File: config.mk
export PLATFORM = sky130hd
export DESIGN_NAME = fetch_top
export DESIGN_NICKNAME = d
export VERILOG_FILES = /design/src/verilog/fetch_pkg.sv /design/src/verilog/fetch_top.sv /design/src/verilog/fetch_ex_latch.sv /design/src/verilog/static_predictor.sv /design/src/verilog/ibus_master.sv /design/src/verilog/pc_gen.sv /design/src/verilog/fetch_control.sv
export SDC_FILE = /design/constraint.sdc
export NUM_CORES = 1
export LEC_CHECK = 0
export ABC_CLOCK_PERIOD_IN_PS = 11600
export BUFFER_PORTS_ARGS = -buffer_cell sky130_fd_sc_hd__buf_2
export CAP_MARGIN = 10
export CORE_MARGIN = 5
export CORE_UTILIZATION = 35
export CTS_BUF_LIST = sky130_fd_sc_hd__clkbuf_4 sky130_fd_sc_hd__clkbuf_8 sky130_fd_sc_hd__clkbuf_16
export DETAILED_ROUTE_END_ITERATION = 10
export GPL_ROUTABILITY_DRIVEN = 1
export REMOVE_ABC_BUFFERS = 1
export SYNTH_ARGS = -nofsm -noshare
export SYNTH_HDL_FRONTEND = slang
export SYNTH_SLANG_ARGS = --single-unit
export TNS_END_PERCENT = 30
File: constraint.sdc
create_clock -name CLK -period 11.6 [get_ports CLK]
set_input_delay 1.74 -clock CLK [delete_from_list [all_inputs] [get_ports CLK]]
set_output_delay 1.74 -clock CLK [all_outputs]
set_load 0.02 [all_outputs]
File: src/verilog/fetch_pkg.sv
package fetch_pkg;

    typedef logic [31:0] word_t;

    // First instruction address after reset
    localparam word_t RESET_PC = 32'h0000_1000;

    // RV32I major opcodes used by the static predictor
    localparam logic [6:0] OPC_BRANCH = 7'b110_0011;
    localparam logic [6:0] OPC_JAL    = 7'b110_1111;

    // B-type layout
    typedef struct packed {
        logic       imm12;
        logic [5:0] imm10_05;
        logic [4:0] rs2;
        logic [4:0] rs1;
        logic [2:0] funct3;
        logic [3:0] imm04_01;
        logic       imm11;
        logic [6:0] opcode;
    } sbtype_t;

    // J-type layout
    typedef struct packed {
        logic       imm20;
        logic [9:0] imm10_01;
        logic       imm11;
        logic [7:0] imm19_12;
        logic [4:0] rd;
        logic [6:0] opcode;
    } ujtype_t;

    // One fetched word, seen either as a branch or as a jump
    typedef union packed {
        word_t   raw;
        sbtype_t sb;
        ujtype_t uj;
    } instr_u;

    // Wishbone master outputs
    typedef struct packed {
        logic       cyc;
        logic       stb;
        logic       we;
        word_t      adr;
        logic [3:0] sel;
    } wb_req_t;

    // Wishbone slave outputs
    typedef struct packed {
        logic  ack;
        logic  err;
        word_t dat;
    } wb_rsp_t;

    typedef struct packed {
        logic  valid;
        word_t target;
    } ex_redirect_t;

    // Fetch to execute pipeline word
    typedef struct packed {
        logic  valid;
        word_t instr;
        word_t pc;
        word_t pc4;
        logic  prediction;
        word_t predicted_address;
        logic  fault_insn;
        logic  mal_insn;
    } fetch_ex_t;

endpackage
File: src/verilog/fetch_top.sv
`timescale 1ns/100ps

module fetch_top (
    input  logic                    CLK,
    input  logic                    nRST,
    output fetch_pkg::wb_req_t      wb_req,
    input  fetch_pkg::wb_rsp_t      wb_rsp,
    input  fetch_pkg::ex_redirect_t redirect,
    input  logic                    stall,
    input  logic                    flush,
    output fetch_pkg::fetch_ex_t    fetch_ex
);

    logic             bus_idle;
    logic             rsp_valid;
    logic             rsp_err;
    logic             rsp_take;
    logic             issue;
    logic             pc_en;
    logic             latch_load;
    logic             latch_squash;
    logic             pc_misaligned;
    logic             predict_taken;
    fetch_pkg::word_t pc;
    fetch_pkg::word_t pc4;
    fetch_pkg::word_t rsp_data;
    fetch_pkg::word_t predict_target;

    fetch_control i_control (
        .CLK,
        .nRST,
        .stall,
        .flush,
        .redirect,
        .bus_idle,
        .rsp_valid,
        .pc_misaligned,
        .rsp_take,
        .issue,
        .pc_en,
        .latch_load,
        .latch_squash
    );

    pc_gen i_pc_gen (
        .CLK,
        .nRST,
        .pc_en,
        .redirect,
        .predict_taken,
        .predict_target,
        .pc,
        .pc4,
        .pc_misaligned
    );

    ibus_master i_ibus (
        .CLK,
        .nRST,
        .issue,
        .addr(pc),
        .rsp_take,
        .wb_req,
        .wb_rsp,
        .bus_idle,
        .rsp_valid,
        .rsp_err,
        .rsp_data
    );

    // Error responses carry no instruction to predict on
    static_predictor i_predictor (
        .instr(rsp_data),
        .pc,
        .rsp_valid(rsp_valid && !rsp_err),
        .predict_taken,
        .predict_target
    );

    fetch_ex_latch i_latch (
        .CLK,
        .nRST,
        .load(latch_load),
        .squash(latch_squash),
        .flush,
        .stall,
        .instr(rsp_data),
        .pc,
        .pc4,
        .predict_taken,
        .predict_target,
        .bus_err(rsp_err),
        .mal(pc_misaligned),
        .fetch_ex
    );

endmodule

File: src/verilog/fetch_ex_latch.sv
`timescale 1ns/100ps

module fetch_ex_latch (
    input  logic                 CLK,
    input  logic                 nRST,
    input  logic                 load,
    input  logic                 squash,
    input  logic                 flush,
    input  logic                 stall,
    input  fetch_pkg::word_t     instr,
    input  fetch_pkg::word_t     pc,
    input  fetch_pkg::word_t     pc4,
    input  logic                 predict_taken,
    input  fetch_pkg::word_t     predict_target,
    input  logic                 bus_err,
    input  logic                 mal,
    output fetch_pkg::fetch_ex_t fetch_ex
);

    logic             valid_q;
    logic             pred_q;
    logic             fault_q;
    logic             mal_q;
    fetch_pkg::word_t instr_q;
    fetch_pkg::word_t pc_q;
    fetch_pkg::word_t pc4_q;
    fetch_pkg::word_t target_q;
    logic             take;

    assign take = load && !stall;

    always_ff @(posedge CLK, negedge nRST) begin
        if (!nRST) begin
            valid_q <= 1'b0;
            pred_q  <= 1'b0;
            fault_q <= 1'b0;
            mal_q   <= 1'b0;
        end else if ((flush && !stall) || squash) begin
            valid_q <= 1'b0;
            pred_q  <= 1'b0;
            fault_q <= 1'b0;
            mal_q   <= 1'b0;
        end else if (take) begin
            // Faulting slots stay valid so execute can trap
            valid_q <= 1'b1;
            pred_q  <= predict_taken;
            fault_q <= bus_err;
            mal_q   <= mal;
        end
    end

    always_ff @(posedge CLK) begin
        if (take) begin
            instr_q  <= (bus_err || mal) ? '0 : instr;
            pc_q     <= pc;
            pc4_q    <= pc4;
            target_q <= predict_target;
        end
    end

    assign fetch_ex.valid             = valid_q;
    assign fetch_ex.instr             = instr_q;
    assign fetch_ex.pc                = pc_q;
    assign fetch_ex.pc4               = pc4_q;
    assign fetch_ex.prediction        = pred_q;
    assign fetch_ex.predicted_address = target_q;
    assign fetch_ex.fault_insn        = fault_q;
    assign fetch_ex.mal_insn          = mal_q;

endmodule

File: src/verilog/static_predictor.sv
`timescale 1ns/100ps

module static_predictor (
    input  fetch_pkg::word_t instr,
    input  fetch_pkg::word_t pc,
    input  logic             rsp_valid,
    output logic             predict_taken,
    output fetch_pkg::word_t predict_target
);

    fetch_pkg::instr_u iw;
    fetch_pkg::word_t  imm_b;
    fetch_pkg::word_t  imm_j;
    logic              is_branch;
    logic              is_jal;

    assign iw.raw = instr;

    assign is_branch = iw.sb.opcode == fetch_pkg::OPC_BRANCH;
    assign is_jal    = iw.uj.opcode == fetch_pkg::OPC_JAL;

    // Sign extended B immediate
    assign imm_b = {{19{iw.sb.imm12}}, iw.sb.imm12, iw.sb.imm11,
                    iw.sb.imm10_05, iw.sb.imm04_01, 1'b0};

    // Sign extended J immediate
    assign imm_j = {{11{iw.uj.imm20}}, iw.uj.imm20, iw.uj.imm19_12,
                    iw.uj.imm11, iw.uj.imm10_01, 1'b0};

    // Backward branches and every JAL are taken
    assign predict_taken = rsp_valid && (is_jal || (is_branch && iw.sb.imm12));

    assign predict_target = pc + (is_jal ? imm_j : imm_b);

endmodule

File: src/verilog/ibus_master.sv
`timescale 1ns/100ps

module ibus_master (
    input  logic               CLK,
    input  logic               nRST,
    input  logic               issue,
    input  fetch_pkg::word_t   addr,
    input  logic               rsp_take,
    output fetch_pkg::wb_req_t wb_req,
    input  fetch_pkg::wb_rsp_t wb_rsp,
    output logic               bus_idle,
    output logic               rsp_valid,
    output logic               rsp_err,
    output fetch_pkg::word_t   rsp_data
);

    logic             busy_q;
    fetch_pkg::word_t adr_q;
    logic             rsp_valid_q;
    logic             rsp_err_q;
    fetch_pkg::word_t rsp_data_q;
    logic             start;
    logic             done;

    // Request goes out in the issue cycle and comes from the register afterwards
    assign start = issue && !busy_q;

    assign wb_req.cyc = busy_q || start;
    assign wb_req.stb = busy_q || start;
    assign wb_req.we  = 1'b0;
    assign wb_req.sel = 4'hf;
    assign wb_req.adr = busy_q ? adr_q : addr;

    // Termination counts only while strobing
    assign done = wb_req.stb && (wb_rsp.ack || wb_rsp.err);

    always_ff @(posedge CLK, negedge nRST) begin
        if (!nRST) begin
            busy_q <= 1'b0;
        end else if (done) begin
            busy_q <= 1'b0;
        end else if (start) begin
            busy_q <= 1'b1;
        end
    end

    always_ff @(posedge CLK) begin
        if (start) begin
            adr_q <= addr;
        end
    end

    // One-entry response buffer
    always_ff @(posedge CLK, negedge nRST) begin
        if (!nRST) begin
            rsp_valid_q <= 1'b0;
        end else if (done) begin
            rsp_valid_q <= 1'b1;
        end else if (rsp_take) begin
            rsp_valid_q <= 1'b0;
        end
    end

    always_ff @(posedge CLK) begin
        if (done) begin
            rsp_data_q <= wb_rsp.dat;
            rsp_err_q  <= wb_rsp.err;
        end
    end

    assign bus_idle  = !busy_q;
    assign rsp_valid = rsp_valid_q;
    // Error flag means nothing once the entry is gone
    assign rsp_err   = rsp_valid_q && rsp_err_q;
    assign rsp_data  = rsp_data_q;

endmodule

File: src/verilog/pc_gen.sv
`timescale 1ns/100ps

module pc_gen (
    input  logic                    CLK,
    input  logic                    nRST,
    input  logic                    pc_en,
    input  fetch_pkg::ex_redirect_t redirect,
    input  logic                    predict_taken,
    input  fetch_pkg::word_t        predict_target,
    output fetch_pkg::word_t        pc,
    output fetch_pkg::word_t        pc4,
    output logic                    pc_misaligned
);

    fetch_pkg::word_t pc_q;
    fetch_pkg::word_t npc;

    assign pc4 = pc_q + 32'd4;

    // Execute redirect wins over the static prediction
    always_comb begin
        if (redirect.valid) begin
            npc = redirect.target;
        end else if (predict_taken) begin
            npc = predict_target;
        end else begin
            npc = pc4;
        end
    end

    always_ff @(posedge CLK, negedge nRST) begin
        if (!nRST) begin
            pc_q <= fetch_pkg::RESET_PC;
        end else if (redirect.valid || pc_en) begin
            pc_q <= npc;
        end
    end

    assign pc = pc_q;

    // Only word aligned fetch is supported
    assign pc_misaligned = |pc_q[1:0];

endmodule

File: src/verilog/fetch_control.sv
`timescale 1ns/100ps

module fetch_control (
    input  logic                    CLK,
    input  logic                    nRST,
    input  logic                    stall,
    input  logic                    flush,
    input  fetch_pkg::ex_redirect_t redirect,
    input  logic                    bus_idle,
    input  logic                    rsp_valid,
    input  logic                    pc_misaligned,
    output logic                    rsp_take,
    output logic                    issue,
    output logic                    pc_en,
    output logic                    latch_load,
    output logic                    latch_squash
);

    logic run_q;
    logic discard_q;
    logic ready;
    logic stale;
    logic slot_free;
    logic rsp_accept;
    logic mal_accept;

    // Hold off the first request for one cycle after reset release
    always_ff @(posedge CLK, negedge nRST) begin
        if (!nRST) begin
            run_q <= 1'b0;
        end else begin
            run_q <= 1'b1;
        end
    end

    // Response in flight belongs to the old path once execute redirects
    always_ff @(posedge CLK, negedge nRST) begin
        if (!nRST) begin
            discard_q <= 1'b0;
        end else if (redirect.valid && !bus_idle) begin
            discard_q <= 1'b1;
        end else if (rsp_take) begin
            discard_q <= 1'b0;
        end
    end

    // Execute can take a new word this cycle
    assign ready = !stall && !flush;

    // Buffered word is from the wrong path
    assign stale = discard_q || redirect.valid;

    // Nothing outstanding and the PC is current
    assign slot_free = run_q && bus_idle && !rsp_valid && !discard_q && !redirect.valid;

    // Misaligned PC never reaches the bus
    assign issue      = slot_free && !pc_misaligned;
    assign mal_accept = slot_free && pc_misaligned && ready;

    assign rsp_accept = rsp_valid && !stale && ready;

    // Stale words are drained even under stall
    assign rsp_take = rsp_valid && (stale || ready);

    assign pc_en        = rsp_accept || mal_accept;
    assign latch_load   = rsp_accept || mal_accept;
    assign latch_squash = redirect.valid;

endmodule

# == Word level (Yosys, flattened, before mapping) ==
# Index checks and enable logic that the tools add are counted.
# W data, S select, Z words.
# word_totals
n_memories,0
mem_bits_ro,0
elab_cells,80
output_inout_bits,171
ramBits,0
reg_bits,233
latchBits,0
in_bits,71
# op_classes
n_reduce_logical,43
n_lt_le_gt_ge,0
shifts,0
add_sub_neg,2
div,0
n_eq_ne,2
multipliers,0
n_mux,17
n_bitwise,0
# ops
op,n
$mux W32,3
$add A32 B3 Y32 const B,1
$add A32 B32 Y32,1
$logic_and A1 B1 Y1,20
$mux W20,1
$eq A7 B7 Y1 const B,2
$mux W1,13
$logic_not A1 Y1,9
$logic_or A1 B1 Y1,9
$reduce_bool A2 Y1,4
$reduce_or A2 Y1,1

# == Longest topological paths before layout ==
# depth
ltp_word,11
depth_mapped,17
depth_no_buf,16

# == Modules after synthesis ==
# Synthesis repeated with hierarchy kept, for this count alone.
# unflattened
hier_cells,953
area_unflattened_um2,11939.0
# modules_own_cells
module,seq_area_each_um2,n_inst,area_per_inst_um2,cells_each
fetch_ex_latch,3943.8,1,4306.6,188
pc_gen,802.0,1,2992.9,385
ibus_master,2001.9,1,2636.3,119
static_predictor,0.0,1,1865.5,246
fetch_control,50.0,1,123.9,14
fetch_top,0.0,1,13.8,1

# == Least setup slack after synthesis ==
# No wires, ideal clock.
# synth_timing
path_type,input to register
start,input redirect[32] in the netlist's numbering
end,"register i_pc_gen.pc_q[17], in the netlist i_pc_gen.pc[17]"
n_path_buf,2
required_time_ns,11.505
t_arrival_ns,6.943
path_slack_ns,4.562
setup_time_ns,0.095
path_stages,8
path_cell_list,nor2_1 -> o21ai_0 -> or3_1 -> inv_1 -> buf_2 -> buf_1 -> o21ai_0 -> o21ai_1
# synth_between
elab_chain_len,6
word_cells_on_any_way,11
classes_between,mux (1); reduce/logical (10)
# synth_lines
item,line_no,source
start: declaration,fetch_top.sv:8,"input fetch_pkg::ex_redirect_t redirect,"
$logic_or A1 B1 Y1 / $logic_not A1 Y1 (equally long branches),"fetch_control.sv:51, fetch_control.sv:54",
$logic_not A1 Y1 / $logic_and A1 B1 Y1 (equally long branches),"fetch_control.sv:60, fetch_control.sv:54",
"$logic_and A1 B1 Y1, on equally long branches (2 in a row)","fetch_control.sv:60, fetch_control.sv:58",
$logic_or A1 B1 Y1,fetch_control.sv:65,assign pc_en = rsp_accept || mal_accept;
$logic_or A1 B1 Y1,pc_gen.sv:34,end else if (redirect.valid || pc_en) begin
end signal: assignment,pc_gen.sv:33,pc_q <= fetch_pkg::RESET_PC;
end signal: assignment,pc_gen.sv:35,pc_q <= npc;
end: declaration,pc_gen.sv:15,fetch_pkg::word_t pc_q;
# Several ways; a longest one is shown, not always the timed one.
# A chain may end at the register's enable or synchronous reset.

==> results.json <==
{
  "detail_route.vias_per_cell": 5.119,
  "placed_cell_area_um2": 12380,
  "max_freq_ghz": 0.2047,
  "synth_top_family_by_area": "compound AO/OA/AOI/OAI gates",
  "die_x_um": 186.0,
  "synth.cell_area_um2": 10850,
  "port_buffers": 236,
  "finalPower_uw": 1927,
  "gr-total-overflow": 0,
  "worst-path-buf-inv": 4,
  "min_to": "i_latch.fault_q$_DFFE_PN0P_",
  "core_um2": 30590,
  "ctsHoldBuffers": 0,
  "drcViolationCount": 0,
  "wl_um": 30480,
  "synth_edf_count": 190,
  "p_leak_uw": 0.005295,
  "whs_path_depth": 1,
  "dr.pass1.iters": 4,
  "numCtsBuffers": 25,
  "final_nets": 1170,
  "slowest_delay_ns": 0.41,
  "critical_path_arrival_ns": 3.15,
  "reg2regPathDepth": 16,
  "finalCriticalPeriod_ns": 4.885,
  "seq_area_frac_synth_pct": 61.85,
  "cts_htree_levels": 1,
  "clk_latency_ns": 0.52,
  "crit_path_cell_trace": "buf_2 > buf_4 > nor2_1 > nand3b_1 > nor3_2 > nor2_1 > inv_1 > buf_2",
  "worstPathMaxFanout": 40,
  "yosys-mux-area-fraction_pct": 4.857,
  "yosys.area.top_type": "edfxtp_1",
  "layout-drive-gt1-share_pct": 32.41,
  "setup_tns_ns": 0,
  "crit_path_start_kind": "primary input",
  "post_cts_buffers": 0,
  "grt_usage_pct": 17.23,
  "synthFlopType": "edfxtp_1",
  "synth_cells": 832,
  "hold_path.class": "flip-flop to flip-flop",
  "path_clk_slew_ns": 0.06,
  "cts_tree": "yes",
  "drt_iter0_markers": 524,
  "finalHoldViolCount": 0,
  "synth.avg_cell_area_um2": 13.04,
  "die_h_um": 186.0,
  "period_share_pct": 42.11,
  "routedWlPerCell_um": 20.59,
  "yosysUniqueCellTypes": 81,
  "fill_cells": 2908,
  "cts_max_path_buffers": 3,
  "end_kind": "primary output",
  "area.growth.synth_to_final_pct": 21.65,
  "yosys-top-cells-area": "edfxtp_1 53%, dfrtp_1 9.0%, ha_1 3.9%",
  "crit_type": "primary input to primary output",
  "rows": 64,
  "crit_required_ns": 9.86,
  "postCtsResizedCells": 0,
  "antenna_found_initial": 5,
  "crit_family": "buffers and inverters",
  "setup_viol": 0,
  "grt_max_degree": 86,
  "synth_top_cells_by_count": "190 x edfxtp_1, 55 x nand2_1, 48 x nor2_1, 45 x a21oi_1, 40 x o21ai_0",
  "power.density_nw_per_um2": 146.1,
  "synth_seq_cells": 230,
  "yosysMostFrequentCell": "edfxtp_1",
  "ys_warn_count": 0,
  "place.detailed.hpwl_um": 21660,
  "worstHoldStart": "i_latch.fault_q$_DFFE_PN0P_",
  "dieArea_um2": 34610,
  "synth_async_sr_flop_share_pct": 17.39,
  "cts_root_buf": "clkbuf_16",
  "yosys.area_share.simple_pct": 10.18,
  "fin_worst_skew_ns": 0.01032,
  "maxSlewViolCount": 0,
  "rsz0062_at_grt": "no",
  "outcome": "finished, final reports clean",
  "rr_startpoint": "i_ibus.rsp_data[4]$_DFFE_PP_",
  "ant_nets": 0,
  "io_pins": 242,
  "crit-reg2reg-capture": "i_pc_gen.pc[29]$_DFFE_PN0P_",
  "initial_core_util_pct": 35.45,
  "fin_area_um2": 13190,
  "relSlewSlack_pct": 27.57,
  "critPathSlowestCell": "buf_4",
  "routabilityCongestion": 0.8430,
  "grt_pass1_wl_um": 45560,
  "vias": 7576,
  "clock-sinks": 230,
  "synth_xor_area_share_pct": 4.442,
  "yosysTopAreaCellShare_pct": 52.61,
  "synth_compound_area_share_pct": 11.71,
  "max-vdd-ir-drop_uv": 92.84,
  "holdWs_ns": 0.4930,
  "synthAdderAreaFrac_pct": 4.107,
  "grt_pass1_vias": 7516,
  "worst_pin_slew_ns": 1.087,
  "maxCapViolCount": 0,
  "ff2ff_setup_slack_ns": 7.04
}
through the flow:
| step | setup WS, ns | instances | util [%] |
|---|---|---|---|
| finish | 6.715 | 1480 | 43.13 |
| global route | 6.553 | 1480 | 43.13 |
| CTS | 6.719 | 1479 | 43.12 |
| detailed placement | 6.445 | 1433 | 40.47 |
| global placement | 6.496 | 1433 | 40.47 |
| floorplan | 4.824 | 794 | - |
how the worst max path moves through the flow:
stage                      start                           to  depth (start not counted)
finish              redirect[32]                   wb_req[37]                          8
detailed placement  redirect[32]  i_pc_gen.pc[19]$_DFFE_PN0P_                         11
CTS                 redirect[32]                   wb_req[37]                          8
global route        redirect[32]                   wb_req[37]                          8
global placement    redirect[32]  i_pc_gen.pc[19]$_DFFE_PN0P_                         11
floorplan           redirect[32]  i_pc_gen.pc[24]$_DFFE_PN0P_                          8
cells in the final DEF, fill, tap and decap left out, drive strengths merged, types with 5 or more instances in the layout:
| master | count |
|---|---|
| o21a | 11 |
| nand2 | 55 |
| ha | 34 |
| inv | 19 |
| and3 | 10 |
| edfxtp | 190 |
| a2bb2oi | 5 |
| dfrtp | 39 |
| a21oi | 47 |
| clkbuf | 29 |
| nor2 | 48 |
| o22ai | 10 |
| clkinv | 11 |
| buf | 243 |
| and2 | 38 |
| nand4 | 6 |
| xor2 | 21 |
| nor3 | 8 |
| xnor2 | 34 |
| o21bai | 6 |
| a22oi | 5 |
| nand3 | 20 |
| a21o | 19 |
| mux2i | 11 |
| and4 | 5 |
| a221o | 6 |
| conb | 6 |
| mux2 | 37 |
| o21ai | 44 |
per-layer routing:
layer	wire [um]	global-route usage, %	vias up	share of wire [%]
met1	13160	23.83	3708	43
li1	-	-	3563	-
met4	805	4.926	8	2.6
met3	2396	4.026	51	7.9
met2	14080	27.31	246	46
met5	42	0	-	0.14
registers in the layout, indices dropped and copies added (netlist names), 30 cells and up:
signal	cells
i_latch.target_q	31
i_latch.instr_q	32
i_latch.pc_q	32
i_latch.pc4_q	30
i_ibus.rsp_data	32
i_pc_gen.pc	32
i_ibus.adr_q	32
power breakdown:
part           total [uW]  internal, uW  switching [uW]
clock network         782           456             326
logic                 200          83.8             116
registers             946           915            30.5
layout make-up:
cell class	count	area, um2	share of cell area (%)
Inverter	17	68.82	0.5216
Tap cell	396	495.5	3.755
Sequential cell	230	6709	50.85
Clock buffer	29	661.9	5.017
Timing Repair Buffer	243	1234	9.350
Clock inverter	17	150.1	1.138
Antenna cell	1	2.502	0.01897
Multi-Input combinational cell	547	3872	29.35
logic make-up (layout without fill, tap and decap cells):
logic type	after synthesis	count (layout)
DFF	230	230
and+or+nand+nor	216	216
AOI/OAI and AO/OA	187	187
buffers and inverters	59	306
xor gates and xnor gates	55	55
muxes	48	48
adders and majority gates	35	35
other	2	7
Note: power is estimated with default switching activity, not from simulation.
